$ cat config.mk
export PLATFORM = sky130hd
export DESIGN_NAME = phyTx
export DESIGN_NICKNAME = d
export VERILOG_FILES = /design/src/verilog/phyTxPkg.sv /design/src/verilog/encoder8b10b.sv /design/src/verilog/phyTx.sv /design/src/verilog/txSerializer.sv /design/src/verilog/txWordLatch.sv
export VERILOG_INCLUDE_DIRS = /design/src /design/src/verilog
export SDC_FILE = /design/constraint.sdc
export NUM_CORES = 1
export LEC_CHECK = 0
export BUFFER_PORTS_ARGS = -buffer_cell sky130_fd_sc_hd__buf_2
export CELL_PAD_IN_SITES_DETAIL_PLACEMENT = 1
export CELL_PAD_IN_SITES_GLOBAL_PLACEMENT = 1
export CORE_ASPECT_RATIO = 0.9
export CORE_UTILIZATION = 40
export DETAILED_ROUTE_END_ITERATION = 8
export HOLD_SLACK_MARGIN = 0.12
export PLACE_DENSITY = 0.77
export SLEW_MARGIN = 20
export SYNTH_ARGS = -nofsm -noshare
export SYNTH_HDL_FRONTEND = slang
export SYNTH_SLANG_ARGS = --single-unit
$ cat constraint.sdc
create_clock -name PCLK -period 8.5 [get_ports PCLK]
set_input_delay 1.7 -clock PCLK [delete_from_list [all_inputs] [get_ports PCLK]]
set_output_delay 1.7 -clock PCLK [all_outputs]
set_load 0.05 [all_outputs]
$ cat src/verilog/phyTx_config.svh
`ifndef PHYTX_CONFIG_SVH
`define PHYTX_CONFIG_SVH

// Bits in one encoded 8b/10b symbol.
`define SYMBOL_BITS 10

// PCLK is the bit clock, so one symbol slot lasts this many cycles.
// It has to match SYMBOL_BITS for the line to stay gapless.
`define TICK_PERIOD 10

`endif

$ cat src/verilog/phyTxPkg.sv
`default_nettype none

`include "phyTx_config.svh"

package phyTxPkg;

  // Bus width code, which sets the byte lanes per MAC word.
  typedef enum logic [1:0] {
    width8  = 2'd0,  // One lane per word.
    width16 = 2'd1,  // Two lanes per word.
    width32 = 2'd2   // Four lanes per word.
  } busWidthT;

  // One byte lane on its way to the encoder.
  typedef struct packed {
    logic [7:0] data;   // Byte HGFEDCBA, A is bit 0.
    logic       isK;    // Control character flag.
    logic       valid;  // Low for an idle lane.
  } symbolT;

  // One 10-bit symbol on its way to the serializer.
  typedef struct packed {
    logic [`SYMBOL_BITS-1:0] code;   // Bit 0 goes out first.
    logic                    valid;  // Low means electrical idle.
  } codeT;

endpackage

`default_nettype wire

$ cat src/verilog/encoder8b10b.sv
`timescale 1ns/1ps
`default_nettype none

`include "phyTx_config.svh"

module encoder8b10b (
  input  wire                PCLK,
  input  wire                Reset_n,
  input  wire phyTxPkg::symbolT sym,
  input  wire                symStrobe,
  output phyTxPkg::codeT     code,
  output logic               codeStrobe
);

  import phyTxPkg::*;

  logic [4:0]              x;         // EDCBA.
  logic [2:0]              y;         // HGF.
  logic                    rdPos;     // Running disparity, high when positive.
  logic                    isK28;
  logic [5:0]              sixRaw;
  logic                    flip6;
  logic [5:0]              six;       // abcdei with a as the MSB.
  logic                    rdMid;
  logic                    useA7;
  logic [3:0]              fourRaw;
  logic                    flip4;
  logic [3:0]              four;      // fghj with f as the MSB.
  logic                    rdOut;
  logic [`SYMBOL_BITS-1:0] encoded;
  codeT                    nextCode;

  // 5b/6b table, RD- column.
  function automatic logic [5:0] enc6(input logic [4:0] v);
    case (v)
      5'd0:    enc6 = 6'b100111;
      5'd1:    enc6 = 6'b011101;
      5'd2:    enc6 = 6'b101101;
      5'd3:    enc6 = 6'b110001;
      5'd4:    enc6 = 6'b110101;
      5'd5:    enc6 = 6'b101001;
      5'd6:    enc6 = 6'b011001;
      5'd7:    enc6 = 6'b111000;
      5'd8:    enc6 = 6'b111001;
      5'd9:    enc6 = 6'b100101;
      5'd10:   enc6 = 6'b010101;
      5'd11:   enc6 = 6'b110100;
      5'd12:   enc6 = 6'b001101;
      5'd13:   enc6 = 6'b101100;
      5'd14:   enc6 = 6'b011100;
      5'd15:   enc6 = 6'b010111;
      5'd16:   enc6 = 6'b011011;
      5'd17:   enc6 = 6'b100011;
      5'd18:   enc6 = 6'b010011;
      5'd19:   enc6 = 6'b110010;
      5'd20:   enc6 = 6'b001011;
      5'd21:   enc6 = 6'b101010;
      5'd22:   enc6 = 6'b011010;
      5'd23:   enc6 = 6'b111010;
      5'd24:   enc6 = 6'b110011;
      5'd25:   enc6 = 6'b100110;
      5'd26:   enc6 = 6'b010110;
      5'd27:   enc6 = 6'b110110;
      5'd28:   enc6 = 6'b001110;
      5'd29:   enc6 = 6'b101110;
      5'd30:   enc6 = 6'b011110;
      default: enc6 = 6'b101011;
    endcase
  endfunction

  // 3b/4b data table, RD- column, primary form for y = 7.
  function automatic logic [3:0] enc4(input logic [2:0] v);
    case (v)
      3'd0:    enc4 = 4'b1011;
      3'd1:    enc4 = 4'b1001;
      3'd2:    enc4 = 4'b0101;
      3'd3:    enc4 = 4'b1100;
      3'd4:    enc4 = 4'b1101;
      3'd5:    enc4 = 4'b1010;
      3'd6:    enc4 = 4'b0110;
      default: enc4 = 4'b1110;
    endcase
  endfunction

  // Control sub-blocks, RD- column; every entry flips at RD+.
  function automatic logic [3:0] enc4K(input logic [2:0] v);
    case (v)
      3'd0:    enc4K = 4'b1011;
      3'd1:    enc4K = 4'b0110;
      3'd2:    enc4K = 4'b1010;
      3'd3:    enc4K = 4'b1100;
      3'd4:    enc4K = 4'b1101;
      3'd5:    enc4K = 4'b0101;
      3'd6:    enc4K = 4'b1001;
      default: enc4K = 4'b0111;
    endcase
  endfunction

  assign x     = sym.data[4:0];
  assign y     = sym.data[7:5];
  assign isK28 = sym.isK && (x == 5'd28);
  assign useA7 = (y == 3'd7) &&
                 ((!rdMid && (x == 5'd17 || x == 5'd18 || x == 5'd20)) ||
                  (rdMid && (x == 5'd11 || x == 5'd13 || x == 5'd14)));

  always_comb begin
    sixRaw = isK28 ? 6'b001111 : enc6(x);
    flip6  = ($countones(sixRaw) != 3) || ((x == 5'd7) && !sym.isK);  // D.07 is balanced but flips.
    six    = (rdPos && flip6) ? ~sixRaw : sixRaw;
    rdMid  = ($countones(six) != 3) ? ~rdPos : rdPos;

    if (sym.isK) begin
      fourRaw = enc4K(y);
      flip4   = 1'b1;
    end else if (useA7) begin
      fourRaw = 4'b0111;                                     // Avoids a run of five.
      flip4   = 1'b1;
    end else begin
      fourRaw = enc4(y);
      flip4   = ($countones(fourRaw) != 2) || (y == 3'd3);
    end
    four  = (rdMid && flip4) ? ~fourRaw : fourRaw;
    rdOut = ($countones(four) != 2) ? ~rdMid : rdMid;

    for (int i = 0; i < 6; i++) begin
      encoded[i] = six[5 - i];                               // Bit a is sent first.
    end
    for (int i = 0; i < 4; i++) begin
      encoded[6 + i] = four[3 - i];
    end

    nextCode.code  = sym.valid ? encoded : {2'b00, sym.data};
    nextCode.valid = sym.valid;
  end

  always_ff @(posedge PCLK or negedge Reset_n) begin
    if (!Reset_n) begin
      rdPos      <= 1'b0;                                    // Start at RD-.
      codeStrobe <= 1'b0;
    end else begin
      codeStrobe <= symStrobe;
      if (symStrobe && sym.valid) begin
        rdPos <= rdOut;                                      // Idle lanes keep the disparity.
      end
    end
  end

  always_ff @(posedge PCLK) begin
    if (symStrobe) begin
      code <= nextCode;
    end
  end

endmodule

`default_nettype wire

$ cat src/verilog/phyTx.sv
`timescale 1ns/1ps
`default_nettype none

module phyTx (
  input  wire                      PCLK,
  input  wire                      Reset_n,
  input  wire phyTxPkg::busWidthT  dataBusWidth,
  input  wire [31:0]               macTxData,
  input  wire [3:0]                macTxDataK,
  input  wire                      macDataEn,
  output wire                      txOutP,
  output wire                      txOutN,
  output wire                      wordTaken
);

  import phyTxPkg::*;

  wire symbolT sym;          // Byte lane from the latch.
  wire         symStrobe;
  wire codeT   code;         // Encoded symbol for the line.
  wire         codeStrobe;

  txWordLatch wordLatchU (
    .PCLK         (PCLK),
    .Reset_n      (Reset_n),
    .dataBusWidth (dataBusWidth),
    .macTxData    (macTxData),
    .macTxDataK   (macTxDataK),
    .macDataEn    (macDataEn),
    .wordTaken    (wordTaken),
    .sym          (sym),
    .symStrobe    (symStrobe)
  );

  encoder8b10b encoderU (
    .PCLK       (PCLK),
    .Reset_n    (Reset_n),
    .sym        (sym),
    .symStrobe  (symStrobe),
    .code       (code),
    .codeStrobe (codeStrobe)
  );

  // The pair is driven straight from the serializer registers.
  txSerializer serializerU (
    .PCLK       (PCLK),
    .Reset_n    (Reset_n),
    .code       (code),
    .codeStrobe (codeStrobe),
    .txOutP     (txOutP),
    .txOutN     (txOutN)
  );

endmodule

`default_nettype wire

$ cat src/verilog/txSerializer.sv
`timescale 1ns/1ps
`default_nettype none

`include "phyTx_config.svh"

module txSerializer (
  input  wire                  PCLK,
  input  wire                  Reset_n,
  input  wire phyTxPkg::codeT  code,
  input  wire                  codeStrobe,
  output logic                 txOutP,
  output logic                 txOutN
);

  localparam int cntWidth = $clog2(`SYMBOL_BITS + 1);

  logic [`SYMBOL_BITS-1:0] shiftReg;
  logic [cntWidth-1:0]     bitsLeft;    // Bits still to go after the one on the line.
  logic                    lineValid;

  always_ff @(posedge PCLK or negedge Reset_n) begin
    if (!Reset_n) begin
      txOutP    <= 1'b0;
      txOutN    <= 1'b0;
      lineValid <= 1'b0;
      bitsLeft  <= '0;
    end else if (codeStrobe) begin
      txOutP    <= code.valid & code.code[0];                // First bit goes out right away.
      txOutN    <= code.valid & ~code.code[0];
      lineValid <= code.valid;
      bitsLeft  <= cntWidth'(`SYMBOL_BITS - 1);
    end else if (bitsLeft != '0) begin
      txOutP   <= lineValid & shiftReg[0];
      txOutN   <= lineValid & ~shiftReg[0];                  // Both stay low while idle.
      bitsLeft <= bitsLeft - cntWidth'(1);
    end else begin
      // Nothing new was loaded, so the pair drops to electrical idle.
      txOutP    <= 1'b0;
      txOutN    <= 1'b0;
      lineValid <= 1'b0;
    end
  end

  always_ff @(posedge PCLK) begin
    if (codeStrobe) begin
      shiftReg <= code.code >> 1;                            // Bit 0 is already on the line.
    end else begin
      shiftReg <= shiftReg >> 1;
    end
  end

endmodule

`default_nettype wire

$ cat src/verilog/txWordLatch.sv
`timescale 1ns/1ps
`default_nettype none

`include "phyTx_config.svh"

module txWordLatch (
  input  wire                       PCLK,
  input  wire                       Reset_n,
  input  wire phyTxPkg::busWidthT   dataBusWidth,
  input  wire [31:0]                macTxData,
  input  wire [3:0]                 macTxDataK,
  input  wire                       macDataEn,
  output logic                      wordTaken,
  output phyTxPkg::symbolT          sym,
  output logic                      symStrobe
);

  import phyTxPkg::*;

  localparam int cntWidth = $clog2(`TICK_PERIOD);

  logic [cntWidth-1:0] tickCnt;
  logic                tick;
  logic [1:0]          laneIdx;
  logic [1:0]          lastLane;
  logic                firstLane;
  busWidthT            curWidth;
  busWidthT            effWidth;
  logic [31:0]         wordReg;
  logic [3:0]          kReg;
  logic                enReg;
  logic [7:0]          laneData;
  logic                laneK;
  logic                laneEn;

  assign tick      = (tickCnt == cntWidth'(`TICK_PERIOD - 1));
  assign firstLane = (laneIdx == 2'd0);
  assign wordTaken = tick & firstLane;                       // The MAC may move on after this.
  assign effWidth  = firstLane ? dataBusWidth : curWidth;    // New width only at a word start.

  always_comb begin
    case (effWidth)
      width16: lastLane = 2'd1;
      width32: lastLane = 2'd3;
      default: lastLane = 2'd0;
    endcase
  end

  // Lane 0 comes straight off the MAC bus, later lanes from the captured word.
  always_comb begin
    if (firstLane) begin
      laneData = macTxData[7:0];
      laneK    = macTxDataK[0];
      laneEn   = macDataEn;
    end else begin
      laneData = wordReg[{laneIdx, 3'b000} +: 8];
      laneK    = kReg[laneIdx];
      laneEn   = enReg;
    end
  end

  always_ff @(posedge PCLK or negedge Reset_n) begin
    if (!Reset_n) begin
      tickCnt   <= '0;
      laneIdx   <= 2'd0;
      curWidth  <= width8;
      enReg     <= 1'b0;
      symStrobe <= 1'b0;
    end else begin
      symStrobe <= tick;                                     // Symbol is registered on the tick.
      if (tick) begin
        tickCnt <= '0;
        laneIdx <= (laneIdx == lastLane) ? 2'd0 : laneIdx + 2'd1;
        if (firstLane) begin
          curWidth <= dataBusWidth;
          enReg    <= macDataEn;
        end
      end else begin
        tickCnt <= tickCnt + cntWidth'(1);
      end
    end
  end

  always_ff @(posedge PCLK) begin
    if (tick) begin
      sym.data  <= laneData;
      sym.isK   <= laneK;
      sym.valid <= laneEn;
      if (firstLane) begin
        wordReg <= macTxData;
        kReg    <= macTxDataK;
      end
    end
  end

endmodule

`default_nettype wire
Yosys cells after proc, flatten, opt, wreduce, memory -nomap -nowiden
Memories as Yosys holds them, arrays and structs flattened. A register that Yosys moved wholly into a read port is not among the register bits.
Index checks and enable logic that the tools add are counted.
{ "word_totals": {"ram_bits": 0, "latch_bits": 0, "register_bits": 85, "n_memories": 1, "romBits": 192, "output_inout_bits": 3, "inputBits": 41, "wordCells": 132} }
{ "op_classes": {"n_mul": 0, "n_bitwise": 11, "div_mod_pow": 0, "magnitude_cmp": 1, "n_reduce_logical": 22, "shifts": 1, "n_addsub": 19, "eq_ne": 24, "muxes": 33} }
{ "memory_table": {"columns": ["name", "words", "word_bits", "read_ports", "rd_ports_with_merged_regs", "write_ports", "line_no", "source"], "rows": [
  ["(name not given)", 32, 6, 1, 1, 0, "encoder8b10b.sv:35", "case (v)"]
]} }
{ "ops": {"columns": ["op", "n"], "rows": [
  ["adder 32 bit", 6],
  ["!= test 32 x 3 -> 1 bit (second input constant)", 4],
  ["case mux 4 bit (7 select lines)", 2],
  ["2-to-1 mux 4 bit", 8],
  ["variable part select 32 x 6 -> 8 bit", 1],
  ["adder 1 x 1 -> 2 bit", 10],
  ["== test 5 bit (second input constant)", 4],
  ["2-to-1 mux 8 bit", 2],
  ["== test 5 x 4 -> 1 bit (second input constant)", 3],
  ["2-to-1 mux 1 bit", 13],
  ["== test 3 bit (second input constant)", 4],
  ["2-to-1 mux 6 bit", 2],
  ["2-to-1 mux 9 bit", 1],
  ["logical AND 1 bit", 8],
  ["logical OR 1 bit", 7],
  ["== test 3 x 2 -> 1 bit (second input constant)", 2],
  ["NOT 6 bit", 1],
  ["bitwise AND 1 bit", 5],
  ["== test 5 x 3 -> 1 bit (second input constant)", 1],
  ["2-to-1 mux 5 bit", 1],
  ["adder 4 x 1 -> 4 bit (second input constant)", 1],
  ["== test 4 bit (second input constant)", 1],
  ["2-to-1 mux 2 bit", 2],
  ["NOT 1 bit", 4],
  ["17 further kinds", 18]
]} }

Logic depth before layout (Yosys ltp)
{ "depth": {"depth_word": 33, "ltp_mapped": 28, "depth_no_buf": 25} }

Cells and area by module
From an unflattened synthesis, not the netlist that was laid out.
{ "unflattened": {"hier_cells": 386, "area_unflattened_um2": 4605.7} }
{ "modules_own_cells": {"columns": ["mod", "n_inst", "area_per_inst_um2", "cells_each", "seq_area_each_um2"], "rows": [
  ["txWordLatch", 1, 2248.4, 141, 1631.6],
  ["encoder8b10b", 1, 1724.2, 194, 380.4],
  ["txSerializer", 1, 633.1, 51, 355.3]
]} }

Worst setup path after synthesis
OpenSTA, ideal clock, no wires.
{ "synth_timing": {"path_type": "register to register", "startpoint": "register wordLatchU.sym[2] (netlist name)", "endpoint": "register encoderU.rdPos", "t_arrival_ns": 6.639, "path_slack_ns": 1.737, "stages_incl_launch_ff": 28, "required_ns": 8.377, "cell_sequence": "edfxtp_1 nand2b_1 nor2_1 or2_2 clkbuf_1 ha_1 fa_1 ha_1 nand2_1 o41ai_1 buf_2 nand3_1 o21ai_0 fa_1 ha_1 and4bb_2 xnor2_1 mux2i_1 o221ai_1 a21boi_0 xnor2_1 ha_1 ha_1 fa_1 nor3b_1 xor2_1 nand3_1 xnor2_1"} }
{ "synth_between": {"elab_chain_len": 27, "word_cells_on_any_way": 50} }
{ "synth_lines": {"columns": ["item", "line_no", "source"], "rows": [
  ["== test 5 bit", "encoder8b10b.sv:101", "assign isK28 = sym.isK && (x == 5'd28);"],
  ["logical AND 1 bit", "encoder8b10b.sv:101", null],
  ["2-to-1 mux 6 bit", "encoder8b10b.sv:107", "sixRaw = isK28 ? 6'b001111 : enc6(x);"],
  ["adder 1 x 1 -> 2 bit (not written as such)", "encoder8b10b.sv:108", "flip6 = ($countones(sixRaw) != 3) || ((x == 5'd7) && !sym.isK);"],
  ["adder 32 bit (not written as such) (2 in series)", "encoder8b10b.sv:108", null],
  ["!= test 32 x 3 -> 1 bit", "encoder8b10b.sv:108", null],
  ["logical OR 1 bit", "encoder8b10b.sv:108", null],
  ["logical AND 1 bit", "encoder8b10b.sv:109", "six = (rdPos && flip6) ? ~sixRaw : sixRaw;"],
  ["(+10 left out)", null, null],
  ["2-to-1 mux 1 bit / 2-to-1 mux 4 bit (equally long branches)", "encoder8b10b.sv:115", "end else if (useA7) begin"],
  ["2-to-1 mux 1 bit / 2-to-1 mux 4 bit (equally long branches)", "encoder8b10b.sv:112", "if (sym.isK) begin"],
  ["logical AND 1 bit / NOT 4 bit (equally long branches)", "encoder8b10b.sv:122", "four = (rdMid && flip4) ? ~fourRaw : fourRaw;"],
  ["2-to-1 mux 4 bit", "encoder8b10b.sv:122", null],
  ["adder 1 x 1 -> 2 bit (not written as such)", "encoder8b10b.sv:123", "rdOut = ($countones(four) != 2) ? ~rdMid : rdMid;"],
  ["adder 32 bit (not written as such)", "encoder8b10b.sv:123", null],
  ["!= test 32 x 3 -> 1 bit", "encoder8b10b.sv:123", null],
  ["2-to-1 mux 1 bit (*)", "encoder8b10b.sv:123", null],
  ["end signal: assignment", "encoder8b10b.sv:143", "rdPos <= rdOut;"],
  ["end: declaration", "encoder8b10b.sv:19", "logic rdPos;"]
]} }
Every way passes the cells marked *; elsewhere a longest branch is shown, timed or not.
A chain may end at the register's enable or synchronous reset.

Worst setup path after layout
{ "layout_timing": {"startpoint": "register wordLatchU.sym[1] (netlist name)", "endpoint": "register encoderU.rdPos"} }
{ "layout_between": {"elab_chain_len": 26, "word_cells_on_any_way": 39} }
{ "layout_lines": {"columns": ["item", "line_no"], "rows": [
  ["logical AND 1 bit", "encoder8b10b.sv:101"],
  ["2-to-1 mux 6 bit", "encoder8b10b.sv:107"],
  ["adder 1 x 1 -> 2 bit (not written as such)", "encoder8b10b.sv:108"],
  ["adder 32 bit (not written as such) (2 in series)", "encoder8b10b.sv:108"],
  ["!= test 32 x 3 -> 1 bit", "encoder8b10b.sv:108"],
  ["logical OR 1 bit", "encoder8b10b.sv:108"],
  ["logical AND 1 bit", "encoder8b10b.sv:109"],
  ["2-to-1 mux 6 bit", "encoder8b10b.sv:109"],
  ["(+9 left out)", null],
  ["2-to-1 mux 1 bit / 2-to-1 mux 4 bit (equally long branches)", "encoder8b10b.sv:115"],
  ["2-to-1 mux 1 bit / 2-to-1 mux 4 bit (equally long branches)", "encoder8b10b.sv:112"],
  ["logical AND 1 bit / NOT 4 bit (equally long branches)", "encoder8b10b.sv:122"],
  ["2-to-1 mux 4 bit", "encoder8b10b.sv:122"],
  ["adder 1 x 1 -> 2 bit (not written as such)", "encoder8b10b.sv:123"],
  ["adder 32 bit (not written as such)", "encoder8b10b.sv:123"],
  ["!= test 32 x 3 -> 1 bit", "encoder8b10b.sv:123"],
  ["2-to-1 mux 1 bit (*)", "encoder8b10b.sv:123"]
]} }
Marks and branches as above.

==> impl_results.md <==
* Final setup violation count at 0
* Largest net degree at the start of global routing at 38
* Worst R2R Setup Slack at 1510 ps
* Worst R2R Path Depth at 26
* WHS at between 400 and 500 ps
* Kind of critical path: flop to flop
* Drc violations at 0
* Final Instance Count excl. Fillers at 601
* Drt total wl at roughly 9.4 mm
* Pwr dens at around 210 mW/mm^2
* Most common cell in the netlist: edfxtp_1
* Worst path required time at just under 9000 ps
* Psw at between 0.3 and 0.4 mW
* Int Power at 0.845 mW
* Fin Clk Skew at around 7.1 ps
* Syn Std Cell Area at between 0.004 and 0.005 mm^2
* Synth area leader: edfxtp_1
* DP Worst Slack at 1470 ps
* Max Slew Vio Count at 0
* RR Startpoint: wordLatchU.sym[1]
* Ports at 44
* RSZ-0062 raised after global routing: false
* Num Clock Sinks at approximately 90
* PostCTS Resize Cnt at 0
* PnR worst setup slack at around 1500 ps
* Antenna Nets Post-Route at 0
* Leakage at between 2 and 2.5 nW
* Fin crit period at between 6000 and 7000 ps
* Comb pwr share at between 20% and 30%
* H-tree levels at 3
* Synth Instances at between 400 and 500
* Routability Congestion at about 0.77
* Die height at around 110 um
* Ys async rst share at between 20% and 30%
* VDD IR max at 153 uV
* Max-cap violations at 0
* Clock power frac at about a third
* Hpwl dp at ~7 mm
* Hold_buf cts at 0
* FMAX at approximately 140 MHz
* Switch share at between 20% and 30%
* FILL cells at between 1,000 and 1,500
* CTS tree: yes
* Hold Path Class: flop to flop
* Die W at 118 um
* Top_reg_cell synth: edfxtp_1
* Seq/Total Area, Yosys at between 50% and 60%
* Ant. Diodes at 0
* Seq pwr share at 42.4%
* Die ar. at around 0.013 mm^2
* Post-synth EDFFs at between 50 and 60
* NumNets Final at approximately 510
* Initial DRC count at roughly 110
* Post-synth cell types at 63
* Critical path origin: wordLatchU.sym[1]
* WP data arrival at approximately 7200 ps
* Synth-to-layout area growth at 12.8%
* Clock latency on the worst-skew pair at about 350 ps
* Element type at the critical path start: flop
* Worst Hold Launch: serializerU.shiftReg[3]
* Synth area leaders: edfxtp_1, dfrtp_1, dfxtp_1
* Commonest cells in the netlist: edfxtp_1, nand2_1, ha_1, nor2_1, inv_1
* Worst slew pin tran at 955 ps
* Fin crit share at 82.3%
* Vias in the first global route at approximately 3,400
* Hold Crit Depth at 1
* Reg clk slew, reported paths at approximately 70 ps
* Reg2reg end: encoderU.rdPos
* Row cnt at 37
* Syn_area_per_cell at ~12 um^2
* CTS Buf Count at 9
* Root buf cell: clkbuf_16
* DR WL met3 at 361 um
* Post-CTS Setup Inserts at 0
* Max layer used: met4
* Headroom to the max-slew limit at between 30% and 40%
* Clk buf depth at 2
* Starting density of the core at about two fifths
* Synthesized flop and latch total at 91
* Yosys top cell area share at a little over a third
* Ys Warns at 0
* Setup Total Neg Slack at 0 ps
* Status: finished clean
* Final Hold Fails at 0
* Hold path endpoint: serializerU.shiftReg[2]
* DR WL met2 at between 4 and 5 mm
* Crit end category: flop
* Initial antenna violation count at 0
* Pre-antenna DRT Iters at 4
* DR vias at around 3,100
* Grt ovf at 0
* Core area at between 0.01 and 0.015 mm^2
* Total nets after synthesis at between 400 and 500
* I/O Buffers at 43
* Placed cells at just under 600
* M1 WL at 4.28 mm
* Vias/cell at around 5.2
* Crit-path max FO at 14
* First-pass GRT wire length at 16.0 mm
* Wirelength per Cell at around 16 um
* Layout cell share with drive strength beyond 1 at 23.6%
* GRT Overall Usage at around 16%
[stage by stage]
stage / area (um^2) / total power [mW] / util [%]
6_report: 5470 / 1.17 / 47.1
5_1_grt: 5470 / 1.24 / 47.1
4_1_cts: 5470 / 1.19 / 47.1
3_5_place_dp: 5170 / 0.774 / 44.5
3_3_place_gp: 5170 / 0.764 / 44.5
2_1_floorplan: 4850 / 0.713 / -
[sequential cells by signal (all words and copies together) (netlist names), 4 cells and up, named ones only]
name                  cells
wordLatchU.wordReg       32
wordLatchU.kReg           4
encoderU.code            11
serializerU.bitsLeft      4
wordLatchU.tickCnt        4
wordLatchU.sym           10
serializerU.shiftReg      9
[critical path, stage by stage (launching register included)]
cell and delay (ps):
edfxtp_1 620, nand4b_1 140, nor2_1 280, nor2b_1 160
ha_1 360, fa_1 450, ha_1 290, nand2_1 70
o41ai_2 260, buf_4 240, nand3_1 90, o21ai_0 140
fa_1 460, ha_1 300, and4bb_2 240, xnor2_1 320
mux2i_1 270, o221ai_1 190, a21boi_0 270, xnor2_1 150
ha_1 250, ha_1 210, fa_1 470, nor3b_1 210
xor2_1 160, nand3_1 100, xnor2_1 160
[cell families (layout without fill, tap and decap cells)]
| logic type | count (synthesis) | after routing | synth area share [%] |
|---|---|---|---|
| simple gates | 120 | 120 | 12.5 |
| xor+xnor | 21 | 21 | 3.79 |
| mux | 40 | 40 | 10.9 |
| fa+ha+maj | 28 | 28 | 8.00 |
| buf+inv | 42 | 85 | 4.57 |
| compound gates | 60 | 60 | 8.95 |
| flops | 91 | 91 | 51.3 |
[cells in the final DEF, fill, tap and decap left out, types with 3 or more instances in the layout]
master and instances:
edfxtp_1 57, nand2_1 45, buf_2 43, ha_1 23
inv_1 22, nor2_1 22, mux2_2 21, dfrtp_1 19
xnor2_1 17, o21ai_0 15, dfxtp_1 15, a21oi_1 11
mux2i_1 11, nand3_1 10, or2_2 9, clkbuf_16 9
nor3_1 5, fa_1 5, o22ai_1 4, nand2b_1 4
or3_1 4, xor2_1 4, mux4_1 4, nor2b_1 3
nor4b_1 3, and2_1 3, inv_6 3
[worst max-delay path by stage]
stage	endpoint	slack, ps	depth (start not counted)
CTS	encoderU.rdPos	1450	26
finish	encoderU.rdPos	1510	26
global route	encoderU.rdPos	990	26
detailed placement	encoderU.rdPos	1470	26
global placement	encoderU.rdPos	1740	26
floorplan	encoderU.rdPos	1740	27
[cell type report]
class	instances	area, um^2	area share (%)
clock inverter	7	80.1	1.46
clock buffer	9	225	4.12
timing repair buffer	45	230	4.21
multi-input combinational	269	2160	39.4
tap	156	195	3.57
sequential	91	2490	45.5
inverter	24	97.6	1.78
[layer usage]
| metal | global-route usage (%) | vias up |
|---|---|---|
| li1 | - | 1522 |
| met1 | 20.3 | 1509 |
| met2 | 27.8 | 62 |
| met3 | 4.83 | 11 |
| met4 | 4.95 | 0 |
| met5 | 0 | - |
[power by group through the flow]
stage	clock, mW	sequential (mW)	combinational, mW
after floorplan	0	0.510	0.204
final	0.410	0.498	0.266
after CTS	0.422	0.499	0.271
after global routing	0.439	0.499	0.304
after global placement	0	0.507	0.257
after detailed placement	0	0.507	0.267
Power figures use the tool's default switching activity.
